`config.mk`:
```
export PLATFORM = sky130hd
export DESIGN_NAME = periph_top
export DESIGN_NICKNAME = d
export VERILOG_FILES = /design/src/periph_pkg.sv /design/src/periph_top.sv /design/src/irq_target.sv /design/src/irq_gateway.sv /design/src/gpio_regs.sv /design/src/wb_reg_decoder.sv
export VERILOG_INCLUDE_DIRS = /design/src /design/src/src
export SDC_FILE = /design/constraint.sdc
export NUM_CORES = 1
export LEC_CHECK = 0
export BUFFER_PORTS_ARGS = -buffer_cell sky130_fd_sc_hd__buf_2
export CORE_ASPECT_RATIO = 1.5
export CORE_MARGIN = 2
export CORE_UTILIZATION = 51
export CTS_CLUSTER_DIAMETER = 50
export CTS_CLUSTER_SIZE = 30
export DETAILED_ROUTE_END_ITERATION = 10
export PLACE_DENSITY = 0.77
export SKIP_CTS_REPAIR_TIMING = 1
export SLEW_MARGIN = 5
export SYNTH_ARGS = -nofsm -noshare
export SYNTH_HDL_FRONTEND = slang
export SYNTH_SLANG_ARGS = --single-unit
export TNS_END_PERCENT = 20
```
`constraint.sdc`:
```
create_clock -name clk_i -period 10.58 [get_ports clk_i]
set_input_delay 0.529 -clock clk_i [delete_from_list [all_inputs] [get_ports clk_i]]
set_output_delay 0.529 -clock clk_i [all_outputs]
set_load 0.01 [all_outputs]
```
`src/periph_config.svh`:
```
// ------------------------------------------------
// Sizes and register map of the peripheral block.
// Included by the package and by the RTL.
// ------------------------------------------------

`ifndef PERIPH_CONFIG_SVH
`define PERIPH_CONFIG_SVH

// Widths
`define PERIPH_NUM_SOURCES 8
`define PERIPH_DATA_W      32
`define PERIPH_ADDR_W      8
`define PERIPH_PRIO_W      3
`define PERIPH_ID_W        4

// ------------------------------------------------
// Register offsets
// ------------------------------------------------

// GPIO region, address bit 7 low
`define PERIPH_LED_OFS     8'h00
`define PERIPH_BTN_OFS     8'h04

// Interrupt region, address bit 7 high
// Priority of source i at base + 4*i
`define PERIPH_PRIO_OFS    8'h80
`define PERIPH_PEND_OFS    8'hA0
`define PERIPH_EN_OFS      8'hA4
`define PERIPH_THR_OFS     8'hA8
`define PERIPH_CLAIM_OFS   8'hAC

`endif
```
`src/periph_pkg.sv`:
```
// ------------------------------------------------
// Shared types of the peripheral block, sized
// from the config header.
// ------------------------------------------------

`include "periph_config.svh"

package periph_pkg;

    // Bus side
    typedef logic [`PERIPH_DATA_W-1:0] data_t;
    typedef logic [`PERIPH_ADDR_W-1:0] addr_t;

    // One bit per interrupt source / button
    typedef logic [`PERIPH_NUM_SOURCES-1:0] src_vec_t;

    // Priority and threshold share a width
    typedef logic [`PERIPH_PRIO_W-1:0] prio_t;

    // 0 means no interrupt
    typedef logic [`PERIPH_ID_W-1:0] irq_id_t;

    // Wishbone decoder FSM
    typedef enum logic {
        BUS_IDLE,
        BUS_ACK
    } bus_state_e;

endpackage

```
`src/periph_top.sv`:
```
// ------------------------------------------------
// Peripheral subsystem top: Wishbone decoder, GPIO
// and a one-target interrupt controller.
// ------------------------------------------------

`include "periph_config.svh"

module periph_top (
    input  logic                 clk_i,
    input  logic                 rst_n_i,
    // Wishbone slave
    input  logic                 wb_cyc_i,
    input  logic                 wb_stb_i,
    input  logic                 wb_we_i,
    input  periph_pkg::addr_t    wb_adr_i,
    input  periph_pkg::data_t    wb_dat_i,
    output periph_pkg::data_t    wb_dat_o,
    output logic                 wb_ack_o,
    // GPIO pins
    input  periph_pkg::src_vec_t btns_i,
    output logic [7:0]           leds_o,
    // Interrupt to the core
    output logic                 irq_o
);
    import periph_pkg::*;

    logic                      gpio_we;
    logic                      gpio_re;
    logic                      irq_we;
    logic                      irq_re;
    logic [`PERIPH_ADDR_W-2:0] reg_addr;
    data_t                     reg_wdata;
    data_t                     gpio_rdata;
    data_t                     irq_rdata;
    src_vec_t                  btn_sync;
    src_vec_t                  pending;
    logic                      claim;
    irq_id_t                   claim_id;
    logic                      complete;
    irq_id_t                   complete_id;

    wb_reg_decoder i_wb_reg_decoder (
        .clk_i        ( clk_i      ),
        .rst_n_i      ( rst_n_i    ),
        .wb_cyc_i     ( wb_cyc_i   ),
        .wb_stb_i     ( wb_stb_i   ),
        .wb_we_i      ( wb_we_i    ),
        .wb_adr_i     ( wb_adr_i   ),
        .wb_dat_i     ( wb_dat_i   ),
        .wb_dat_o     ( wb_dat_o   ),
        .wb_ack_o     ( wb_ack_o   ),
        .gpio_we_o    ( gpio_we    ),
        .gpio_re_o    ( gpio_re    ),
        .irq_we_o     ( irq_we     ),
        .irq_re_o     ( irq_re     ),
        .reg_addr_o   ( reg_addr   ),
        .reg_wdata_o  ( reg_wdata  ),
        .gpio_rdata_i ( gpio_rdata ),
        .irq_rdata_i  ( irq_rdata  )
    );

    gpio_regs i_gpio_regs (
        .clk_i      ( clk_i      ),
        .rst_n_i    ( rst_n_i    ),
        .we_i       ( gpio_we    ),
        .re_i       ( gpio_re    ),
        .addr_i     ( reg_addr   ),
        .wdata_i    ( reg_wdata  ),
        .btns_i     ( btns_i     ),
        .rdata_o    ( gpio_rdata ),
        .leds_o     ( leds_o     ),
        .btn_sync_o ( btn_sync   )
    );

    irq_gateway i_irq_gateway (
        .clk_i         ( clk_i       ),
        .rst_n_i       ( rst_n_i     ),
        .src_i         ( btn_sync    ),
        .claim_i       ( claim       ),
        .claim_id_i    ( claim_id    ),
        .complete_i    ( complete    ),
        .complete_id_i ( complete_id ),
        .pending_o     ( pending     )
    );

    irq_target i_irq_target (
        .clk_i         ( clk_i       ),
        .rst_n_i       ( rst_n_i     ),
        .we_i          ( irq_we      ),
        .re_i          ( irq_re      ),
        .addr_i        ( reg_addr    ),
        .wdata_i       ( reg_wdata   ),
        .pending_i     ( pending     ),
        .rdata_o       ( irq_rdata   ),
        .claim_o       ( claim       ),
        .claim_id_o    ( claim_id    ),
        .complete_o    ( complete    ),
        .complete_id_o ( complete_id ),
        .irq_o         ( irq_o       )
    );

endmodule

```
`src/irq_target.sv`:
```
// ------------------------------------------------
// Single interrupt target: priority, enable and
// threshold registers, claim/complete and irq_o.
// ------------------------------------------------

`include "periph_config.svh"

module irq_target (
    input  logic                      clk_i,
    input  logic                      rst_n_i,
    input  logic                      we_i,
    input  logic                      re_i,
    input  logic [`PERIPH_ADDR_W-2:0] addr_i,
    input  periph_pkg::data_t         wdata_i,
    input  periph_pkg::src_vec_t      pending_i,
    output periph_pkg::data_t         rdata_o,
    output logic                      claim_o,
    output periph_pkg::irq_id_t       claim_id_o,
    output logic                      complete_o,
    output periph_pkg::irq_id_t       complete_id_o,
    output logic                      irq_o
);
    import periph_pkg::*;

    localparam int IDX_W   = $clog2(`PERIPH_NUM_SOURCES);
    localparam int PRIO_HI = `PERIPH_PRIO_OFS + 4 * `PERIPH_NUM_SOURCES;

    prio_t            prio_q [`PERIPH_NUM_SOURCES];
    src_vec_t         en_q;
    prio_t            thr_q;
    addr_t            full_addr;
    addr_t            prio_rel;
    logic [IDX_W-1:0] prio_idx;
    logic             prio_hit;
    logic             claim_hit;
    logic             id_valid;
    prio_t            best_prio;
    irq_id_t          best_id;

    // ------------------------------------------------
    // Address decode
    // ------------------------------------------------
    assign full_addr = {1'b1, addr_i};
    assign prio_rel  = full_addr - `PERIPH_PRIO_OFS;
    assign prio_idx  = prio_rel[IDX_W+1:2];
    assign prio_hit  = (int'(full_addr) >= int'(`PERIPH_PRIO_OFS))
                    && (int'(full_addr) < PRIO_HI)
                    && (full_addr[1:0] == 2'b00);
    assign claim_hit = (full_addr == `PERIPH_CLAIM_OFS);

    // Completion IDs outside 1..N are dropped
    assign id_valid = (wdata_i >= data_t'(1))
                   && (wdata_i <= data_t'(`PERIPH_NUM_SOURCES));

    always_ff @(posedge clk_i or negedge rst_n_i) begin
        if (!rst_n_i) begin
            for (int i = 0; i < `PERIPH_NUM_SOURCES; i++) begin
                prio_q[i] <= '0;
            end
            en_q  <= '0;
            thr_q <= '0;
        end else if (we_i) begin
            if (prio_hit) begin
                prio_q[prio_idx] <= wdata_i[`PERIPH_PRIO_W-1:0];
            end
            if (full_addr == `PERIPH_EN_OFS) begin
                en_q <= wdata_i[`PERIPH_NUM_SOURCES-1:0];
            end
            if (full_addr == `PERIPH_THR_OFS) begin
                thr_q <= wdata_i[`PERIPH_PRIO_W-1:0];
            end
        end
    end

    // ------------------------------------------------
    // Highest priority above threshold, lowest index on ties
    // ------------------------------------------------
    always_comb begin
        best_prio = thr_q;
        best_id   = '0;
        for (int i = 0; i < `PERIPH_NUM_SOURCES; i++) begin
            if (pending_i[i] && en_q[i] && (prio_q[i] > best_prio)) begin
                best_prio = prio_q[i];
                best_id   = irq_id_t'(i + 1);
            end
        end
    end

    assign claim_id_o    = best_id;
    assign claim_o       = re_i && claim_hit && (best_id != '0);
    assign complete_o    = we_i && claim_hit && id_valid;
    assign complete_id_o = wdata_i[`PERIPH_ID_W-1:0];

    always_ff @(posedge clk_i or negedge rst_n_i) begin
        if (!rst_n_i) begin
            irq_o <= 1'b0;
        end else begin
            irq_o <= (best_id != '0);
        end
    end

    // Read mux
    always_comb begin
        rdata_o = '0;
        if (prio_hit) begin
            rdata_o = data_t'(prio_q[prio_idx]);
        end else begin
            case (full_addr)
                `PERIPH_PEND_OFS:  rdata_o = data_t'(pending_i);
                `PERIPH_EN_OFS:    rdata_o = data_t'(en_q);
                `PERIPH_THR_OFS:   rdata_o = data_t'(thr_q);
                `PERIPH_CLAIM_OFS: rdata_o = data_t'(best_id);
                default:           rdata_o = '0;
            endcase
        end
    end

endmodule

```
`src/irq_gateway.sv`:
```
// ------------------------------------------------
// Level gateway: latches each source once as pending,
// re-armed only after claim and complete.
// ------------------------------------------------

`include "periph_config.svh"

module irq_gateway (
    input  logic                 clk_i,
    input  logic                 rst_n_i,
    input  periph_pkg::src_vec_t src_i,
    input  logic                 claim_i,
    input  periph_pkg::irq_id_t  claim_id_i,
    input  logic                 complete_i,
    input  periph_pkg::irq_id_t  complete_id_i,
    output periph_pkg::src_vec_t pending_o
);
    import periph_pkg::*;

    src_vec_t pending_q;
    src_vec_t insvc_q;
    src_vec_t claim_hit;
    src_vec_t complete_hit;
    src_vec_t arm;

    // Decode IDs to per-source hits, ID = source + 1
    always_comb begin
        claim_hit    = '0;
        complete_hit = '0;
        for (int i = 0; i < `PERIPH_NUM_SOURCES; i++) begin
            claim_hit[i]    = claim_i && (claim_id_i == irq_id_t'(i + 1));
            complete_hit[i] = complete_i && (complete_id_i == irq_id_t'(i + 1));
        end
    end

    // Only an idle source may latch its level
    assign arm = src_i & ~pending_q & ~insvc_q;

    always_ff @(posedge clk_i or negedge rst_n_i) begin
        if (!rst_n_i) begin
            pending_q <= '0;
            insvc_q   <= '0;
        end else begin
            pending_q <= (pending_q | arm) & ~claim_hit;
            insvc_q   <= (insvc_q | claim_hit) & ~complete_hit;
        end
    end

    assign pending_o = pending_q;

endmodule

```
`src/gpio_regs.sv`:
```
// ------------------------------------------------
// LED register and synchronized button inputs.
// ------------------------------------------------

`include "periph_config.svh"

module gpio_regs (
    input  logic                      clk_i,
    input  logic                      rst_n_i,
    input  logic                      we_i,
    input  logic                      re_i,
    input  logic [`PERIPH_ADDR_W-2:0] addr_i,
    input  periph_pkg::data_t         wdata_i,
    input  periph_pkg::src_vec_t      btns_i,
    output periph_pkg::data_t         rdata_o,
    output logic [7:0]                leds_o,
    output periph_pkg::src_vec_t      btn_sync_o
);
    import periph_pkg::*;

    addr_t    full_addr;
    src_vec_t btn_meta_q;
    src_vec_t btn_sync_q;

    // GPIO region has bit 7 clear
    assign full_addr = {1'b0, addr_i};

    always_ff @(posedge clk_i or negedge rst_n_i) begin
        if (!rst_n_i) begin
            leds_o     <= '0;
            btn_meta_q <= '0;
            btn_sync_q <= '0;
        end else begin
            btn_meta_q <= btns_i;
            btn_sync_q <= btn_meta_q;
            if (we_i && full_addr == `PERIPH_LED_OFS) begin
                leds_o <= wdata_i[7:0];
            end
        end
    end

    assign btn_sync_o = btn_sync_q;

    always_comb begin
        rdata_o = '0;
        if (re_i) begin
            case (full_addr)
                `PERIPH_LED_OFS: rdata_o = data_t'(leds_o);
                `PERIPH_BTN_OFS: rdata_o = data_t'(btn_sync_q);
                default:         rdata_o = '0;
            endcase
        end
    end

endmodule

```
`src/wb_reg_decoder.sv`:
```
// ------------------------------------------------
// Wishbone classic slave, one access in flight.
// Splits each access into a GPIO or IRQ strobe.
// ------------------------------------------------

`include "periph_config.svh"

module wb_reg_decoder (
    input  logic                      clk_i,
    input  logic                      rst_n_i,
    // Wishbone slave
    input  logic                      wb_cyc_i,
    input  logic                      wb_stb_i,
    input  logic                      wb_we_i,
    input  periph_pkg::addr_t         wb_adr_i,
    input  periph_pkg::data_t         wb_dat_i,
    output periph_pkg::data_t         wb_dat_o,
    output logic                      wb_ack_o,
    // Register side
    output logic                      gpio_we_o,
    output logic                      gpio_re_o,
    output logic                      irq_we_o,
    output logic                      irq_re_o,
    output logic [`PERIPH_ADDR_W-2:0] reg_addr_o,
    output periph_pkg::data_t         reg_wdata_o,
    input  periph_pkg::data_t         gpio_rdata_i,
    input  periph_pkg::data_t         irq_rdata_i
);
    import periph_pkg::*;

    bus_state_e state_q;
    bus_state_e state_d;
    logic       accept;
    logic       sel_irq;

    // Top address bit picks the region
    assign sel_irq = wb_adr_i[`PERIPH_ADDR_W-1];
    assign accept  = (state_q == BUS_IDLE) && wb_cyc_i && wb_stb_i;

    assign gpio_we_o = accept && wb_we_i && !sel_irq;
    assign gpio_re_o = accept && !wb_we_i && !sel_irq;
    assign irq_we_o  = accept && wb_we_i && sel_irq;
    assign irq_re_o  = accept && !wb_we_i && sel_irq;

    assign reg_addr_o  = wb_adr_i[`PERIPH_ADDR_W-2:0];
    assign reg_wdata_o = wb_dat_i;

    // ------------------------------------------------
    // Bus FSM
    // ------------------------------------------------
    always_comb begin
        state_d = state_q;
        case (state_q)
            BUS_IDLE: if (accept) state_d = BUS_ACK;
            BUS_ACK:  state_d = BUS_IDLE;
            default:  state_d = BUS_IDLE;
        endcase
    end

    always_ff @(posedge clk_i or negedge rst_n_i) begin
        if (!rst_n_i) begin
            state_q <= BUS_IDLE;
        end else begin
            state_q <= state_d;
        end
    end

    assign wb_ack_o = (state_q == BUS_ACK);

    // Read data sampled in the accept cycle, before side effects land
    always_ff @(posedge clk_i) begin
        if (accept) begin
            wb_dat_o <= sel_irq ? irq_rdata_i : gpio_rdata_i;
        end
    end

endmodule

```
==> results.json <==
{
  "synthesis.area_um2": 5140,
  "ir_worst_vdd_mv": 0.113,
  "drive_gt1_share_pct": 43.5,
  "hold_path_depth": 1,
  "finalClockSkew_ps": 6.00,
  "arrival_ps": 11310,
  "n_antenna_cell": 0,
  "clk_path_buf_depth": 2,
  "synth_cells": 497,
  "hold_viol": 0,
  "finalNetCount": 688,
  "ant_nets": 0,
  "syn_to_final_growth_pct": 27.9,
  "hold_path.class": "in2reg",
  "globalRoute.totalOverflow": 0,
  "worstSetupEndpointType": "flop",
  "cts_max_level": 3,
  "gp_congestion": 0.953,
  "cts_sinks": 85,
  "power.share.clock_pct": 41.5,
  "place_hpwl_um": 11200,
  "relSlewSlack_pct": 35.1,
  "io_buffers": 70,
  "drt-total-wl_um": 15600,
  "dp.cells": 712,
  "timing.fmax_ghz": 0.0902,
  "fin_crit_sh_pct": 105,
  "synth_seq_cells": 85,
  "p_int_w": 0.000526,
  "slew_viol_final": 0,
  "r2r_slack_ps": -510,
  "drc": 0,
  "hp-start": "btns_i[5]",
  "initial_utilization_pct": 52.7,
  "grt.total_usage_pct": 28.3,
  "r2r_start": "i_irq_target.thr_q[1]$_DFFE_PN0P_",
  "first_pass_iters": 6,
  "total_power_w": 0.000712,
  "rsz0062_at_grt": "true",
  "final_common_cell": "dfrtp_1",
  "path_max_fanout": 5,
  "clk_latency_ps": 340,
  "yosys_warnings": 0,
  "synth.avg_cell_area_um2": 10.3,
  "die_h_um": 127,
  "die_w_um": 85.9,
  "dieArea_um2": 10900,
  "final_cells": 741,
  "rr_worst_depth": 61,
  "final_cell_mix": "77 x dfrtp_1, 69 x buf_2, 60 x buf_4",
  "cap_violations": 0,
  "final_util_pct": 67.4,
  "p_switching_w": 0.000186,
  "drt_iter0_drc": 300,
  "sw_frac_of_total_pct": 26.1,
  "vias_per_cell": 6.19,
  "status": "finished, violations left",
  "finalWorstSetupSlack_ps": -506,
  "core_um2": 9740,
  "critical_path.max_stage_delay_ps": 390,
  "finalSetupViolations": 21,
  "path_class": "reg2reg",
  "powerDensity_nw_per_um2": 108,
  "synthArstFlopShare_pct": 90.6,
  "row_count": 44,
  "num_vias": 4586,
  "cp_common_cell": "ha_4",
  "grt_max_degree": 78,
  "yosysSeqAreaShare_pct": 42.2,
  "tritoncts": "yes",
  "synth_edf_count": 8,
  "antenna_found_initial": 0,
  "wl_per_cell_um": 21.1,
  "r2r-end": "i_irq_gateway.insvc_q[1]$_DFF_PN0_",
  "grt_pass1_wl_um": 23600,
  "tns_ps": -7330,
  "worst_ep_required_time_ps": 10800,
  "io_pins": 95,
  "worst_pin_slew_ps": 973,
  "hold_end": "i_gpio_regs.btn_meta_q[5]$_DFF_PN0_",
  "timing.final.crit_period_ps": 11090,
  "cp-start-kind": "flop",
  "cts_inserted_buffers": 9,
  "seq_power_share_pct": 48.0,
  "synthDistinctLibCells": 77,
  "combPwrFrac_pct": 10.6,
  "clk_pin_slew_ps": 70,
  "grt_pass1_vias": 4600,
  "failed_checks": "negative setup slack",
  "synth_flop_cell": "dfrtp_1",
  "leakage_nw": 2.95,
  "crit_slowest_cell": "dfrtp_1",
  "ctsRootBufferMaster": "clkbuf_16"
}
-- cells in the mapped netlist (all sizes together), types with 3 or more instances --
cell type  number  area share, %
o211ai          5           0.73
mux2i          11            2.1
a22oi           7            1.0
a21o            5           0.76
a211o           3           0.54
and3            9            1.1
mux4            6            2.6
o21ai          23            2.2
nor4           11            1.3
inv            25            1.8
edfxtp          8            4.7
o31ai           3           0.44
nor2b           6           0.88
or3             3           0.37
maj3            5            1.0
o22ai           9            1.1
nor3           10            1.2
a22o            4           0.68
or2             4           0.49
and2           11            1.5
dfrtp          77             38
mux2           37            8.3
nand2          30            2.2
nand3          10           0.97
nor2           32            2.3
a31oi          10            1.6
a2bb2oi         3           0.76
buf            29            4.2
ha             14            3.4
a21oi          32            3.3
nand4           5           0.61
nand2b          3           0.37
clkbuf         10           0.73
a311oi          3           0.51
-- worst max-delay path by stage --
stage	start	endpoint	slack, ps
finish	i_irq_target.thr_q[1]$_DFFE_PN0P_	i_irq_gateway.insvc_q[1]$_DFF_PN0_	-510
global route	i_irq_target.thr_q[1]$_DFFE_PN0P_	i_irq_gateway.insvc_q[1]$_DFF_PN0_	-1090
CTS	i_irq_target.prio_q[22]$_DFFE_PN0P_	i_irq_gateway.insvc_q[1]$_DFF_PN0_	-670
detailed placement	i_irq_target.prio_q[22]$_DFFE_PN0P_	i_irq_gateway.insvc_q[1]$_DFF_PN0_	-610
global placement	i_irq_target.prio_q[22]$_DFFE_PN0P_	i_irq_gateway.insvc_q[3]$_DFF_PN0_	-230
floorplan	i_irq_target.prio_q[22]$_DFFE_PN0P_	i_irq_gateway.insvc_q[1]$_DFF_PN0_	-80
-- stage by stage --
step	instance area [µm²]	setup WS [ps]	hold slack, ps
2_1_floorplan	5410	-77.7	233
3_3_place_gp	5990	-233	333
3_5_place_dp	5990	-612	337
4_1_cts	6270	-673	291
5_1_grt	6570	-1090	282
6_report	6570	-506	286
-- power by group through the flow --
stage                logic, W  clock network [W]  registers, W
detailed placement  0.0000701                  0      0.000348
floorplan           0.0000433                  0      0.000347
global placement    0.0000682                  0      0.000347
CTS                 0.0000704           0.000294      0.000341
global route        0.0000816           0.000309      0.000342
finish              0.0000752           0.000295      0.000342
-- critical path, delay by kind of cell, from the launching register on --
kind                       cells  cell delay, ps
buffers and inverters          3             290
DFF                            1             390
AOI/OAI and AO/OA             24            4100
and+or+nand+nor               21            2620
adders and majority gates      9            2070
muxes                          4            1440
-- layer usage --
layer | part of all wire [%] | GRT usage (%) | wire [µm] | vias to the layer above
li1 | - | - | - | 2052
met1 | 35 | 31.3 | 5450 | 2232
met2 | 53 | 50.0 | 8240 | 228
met3 | 5.8 | 4.36 | 910 | 74
met4 | 6.6 | 17.0 | 1030 | 0
met5 | 0 | 0 | 0 | -
-- state kept, by name, indices dropped and copies added, names as in the netlist --
name / count
i_irq_gateway.insvc_q: 8
i_wb_reg_decoder.wb_ack_o: 1
i_gpio_regs.btn_meta_q: 8
i_gpio_regs.leds_o: 8
i_irq_gateway.pending_o: 8
i_irq_target.en_q: 8
i_wb_reg_decoder.wb_dat_o: 8
i_gpio_regs.btn_sync_o: 8
i_irq_target.thr_q: 3
i_irq_target.prio_q: 24
i_irq_target.irq_o: 1
-- kinds of logic (layout without fill, tap and decap cells) --
group / after synthesis / after routing / share of synthesized area (%)
AOI/OAI and AO/OA: 128 / 128 / 18.1
adders and majority gates: 19 / 19 / 4.41
buffers and inverters: 65 / 171 / 6.94
DFF: 85 / 85 / 42.2
muxes: 54 / 54 / 13.1
other: 1 / 24 / 0.0730
and+or+nand+nor: 145 / 145 / 15.1
-- final cells by class --
cell class | count | area (µm²)
Fill cell | 702 | 3180
Multi-Input combinational cell | 370 | 3080
Sequential cell | 85 | 2170
Timing Repair Buffer | 130 | 807
Clock buffer | 9 | 225
Tap cell | 115 | 144
Inverter | 25 | 93.8
Clock inverter | 7 | 50.0
Note: power is estimated with default switching activity, not from simulation.
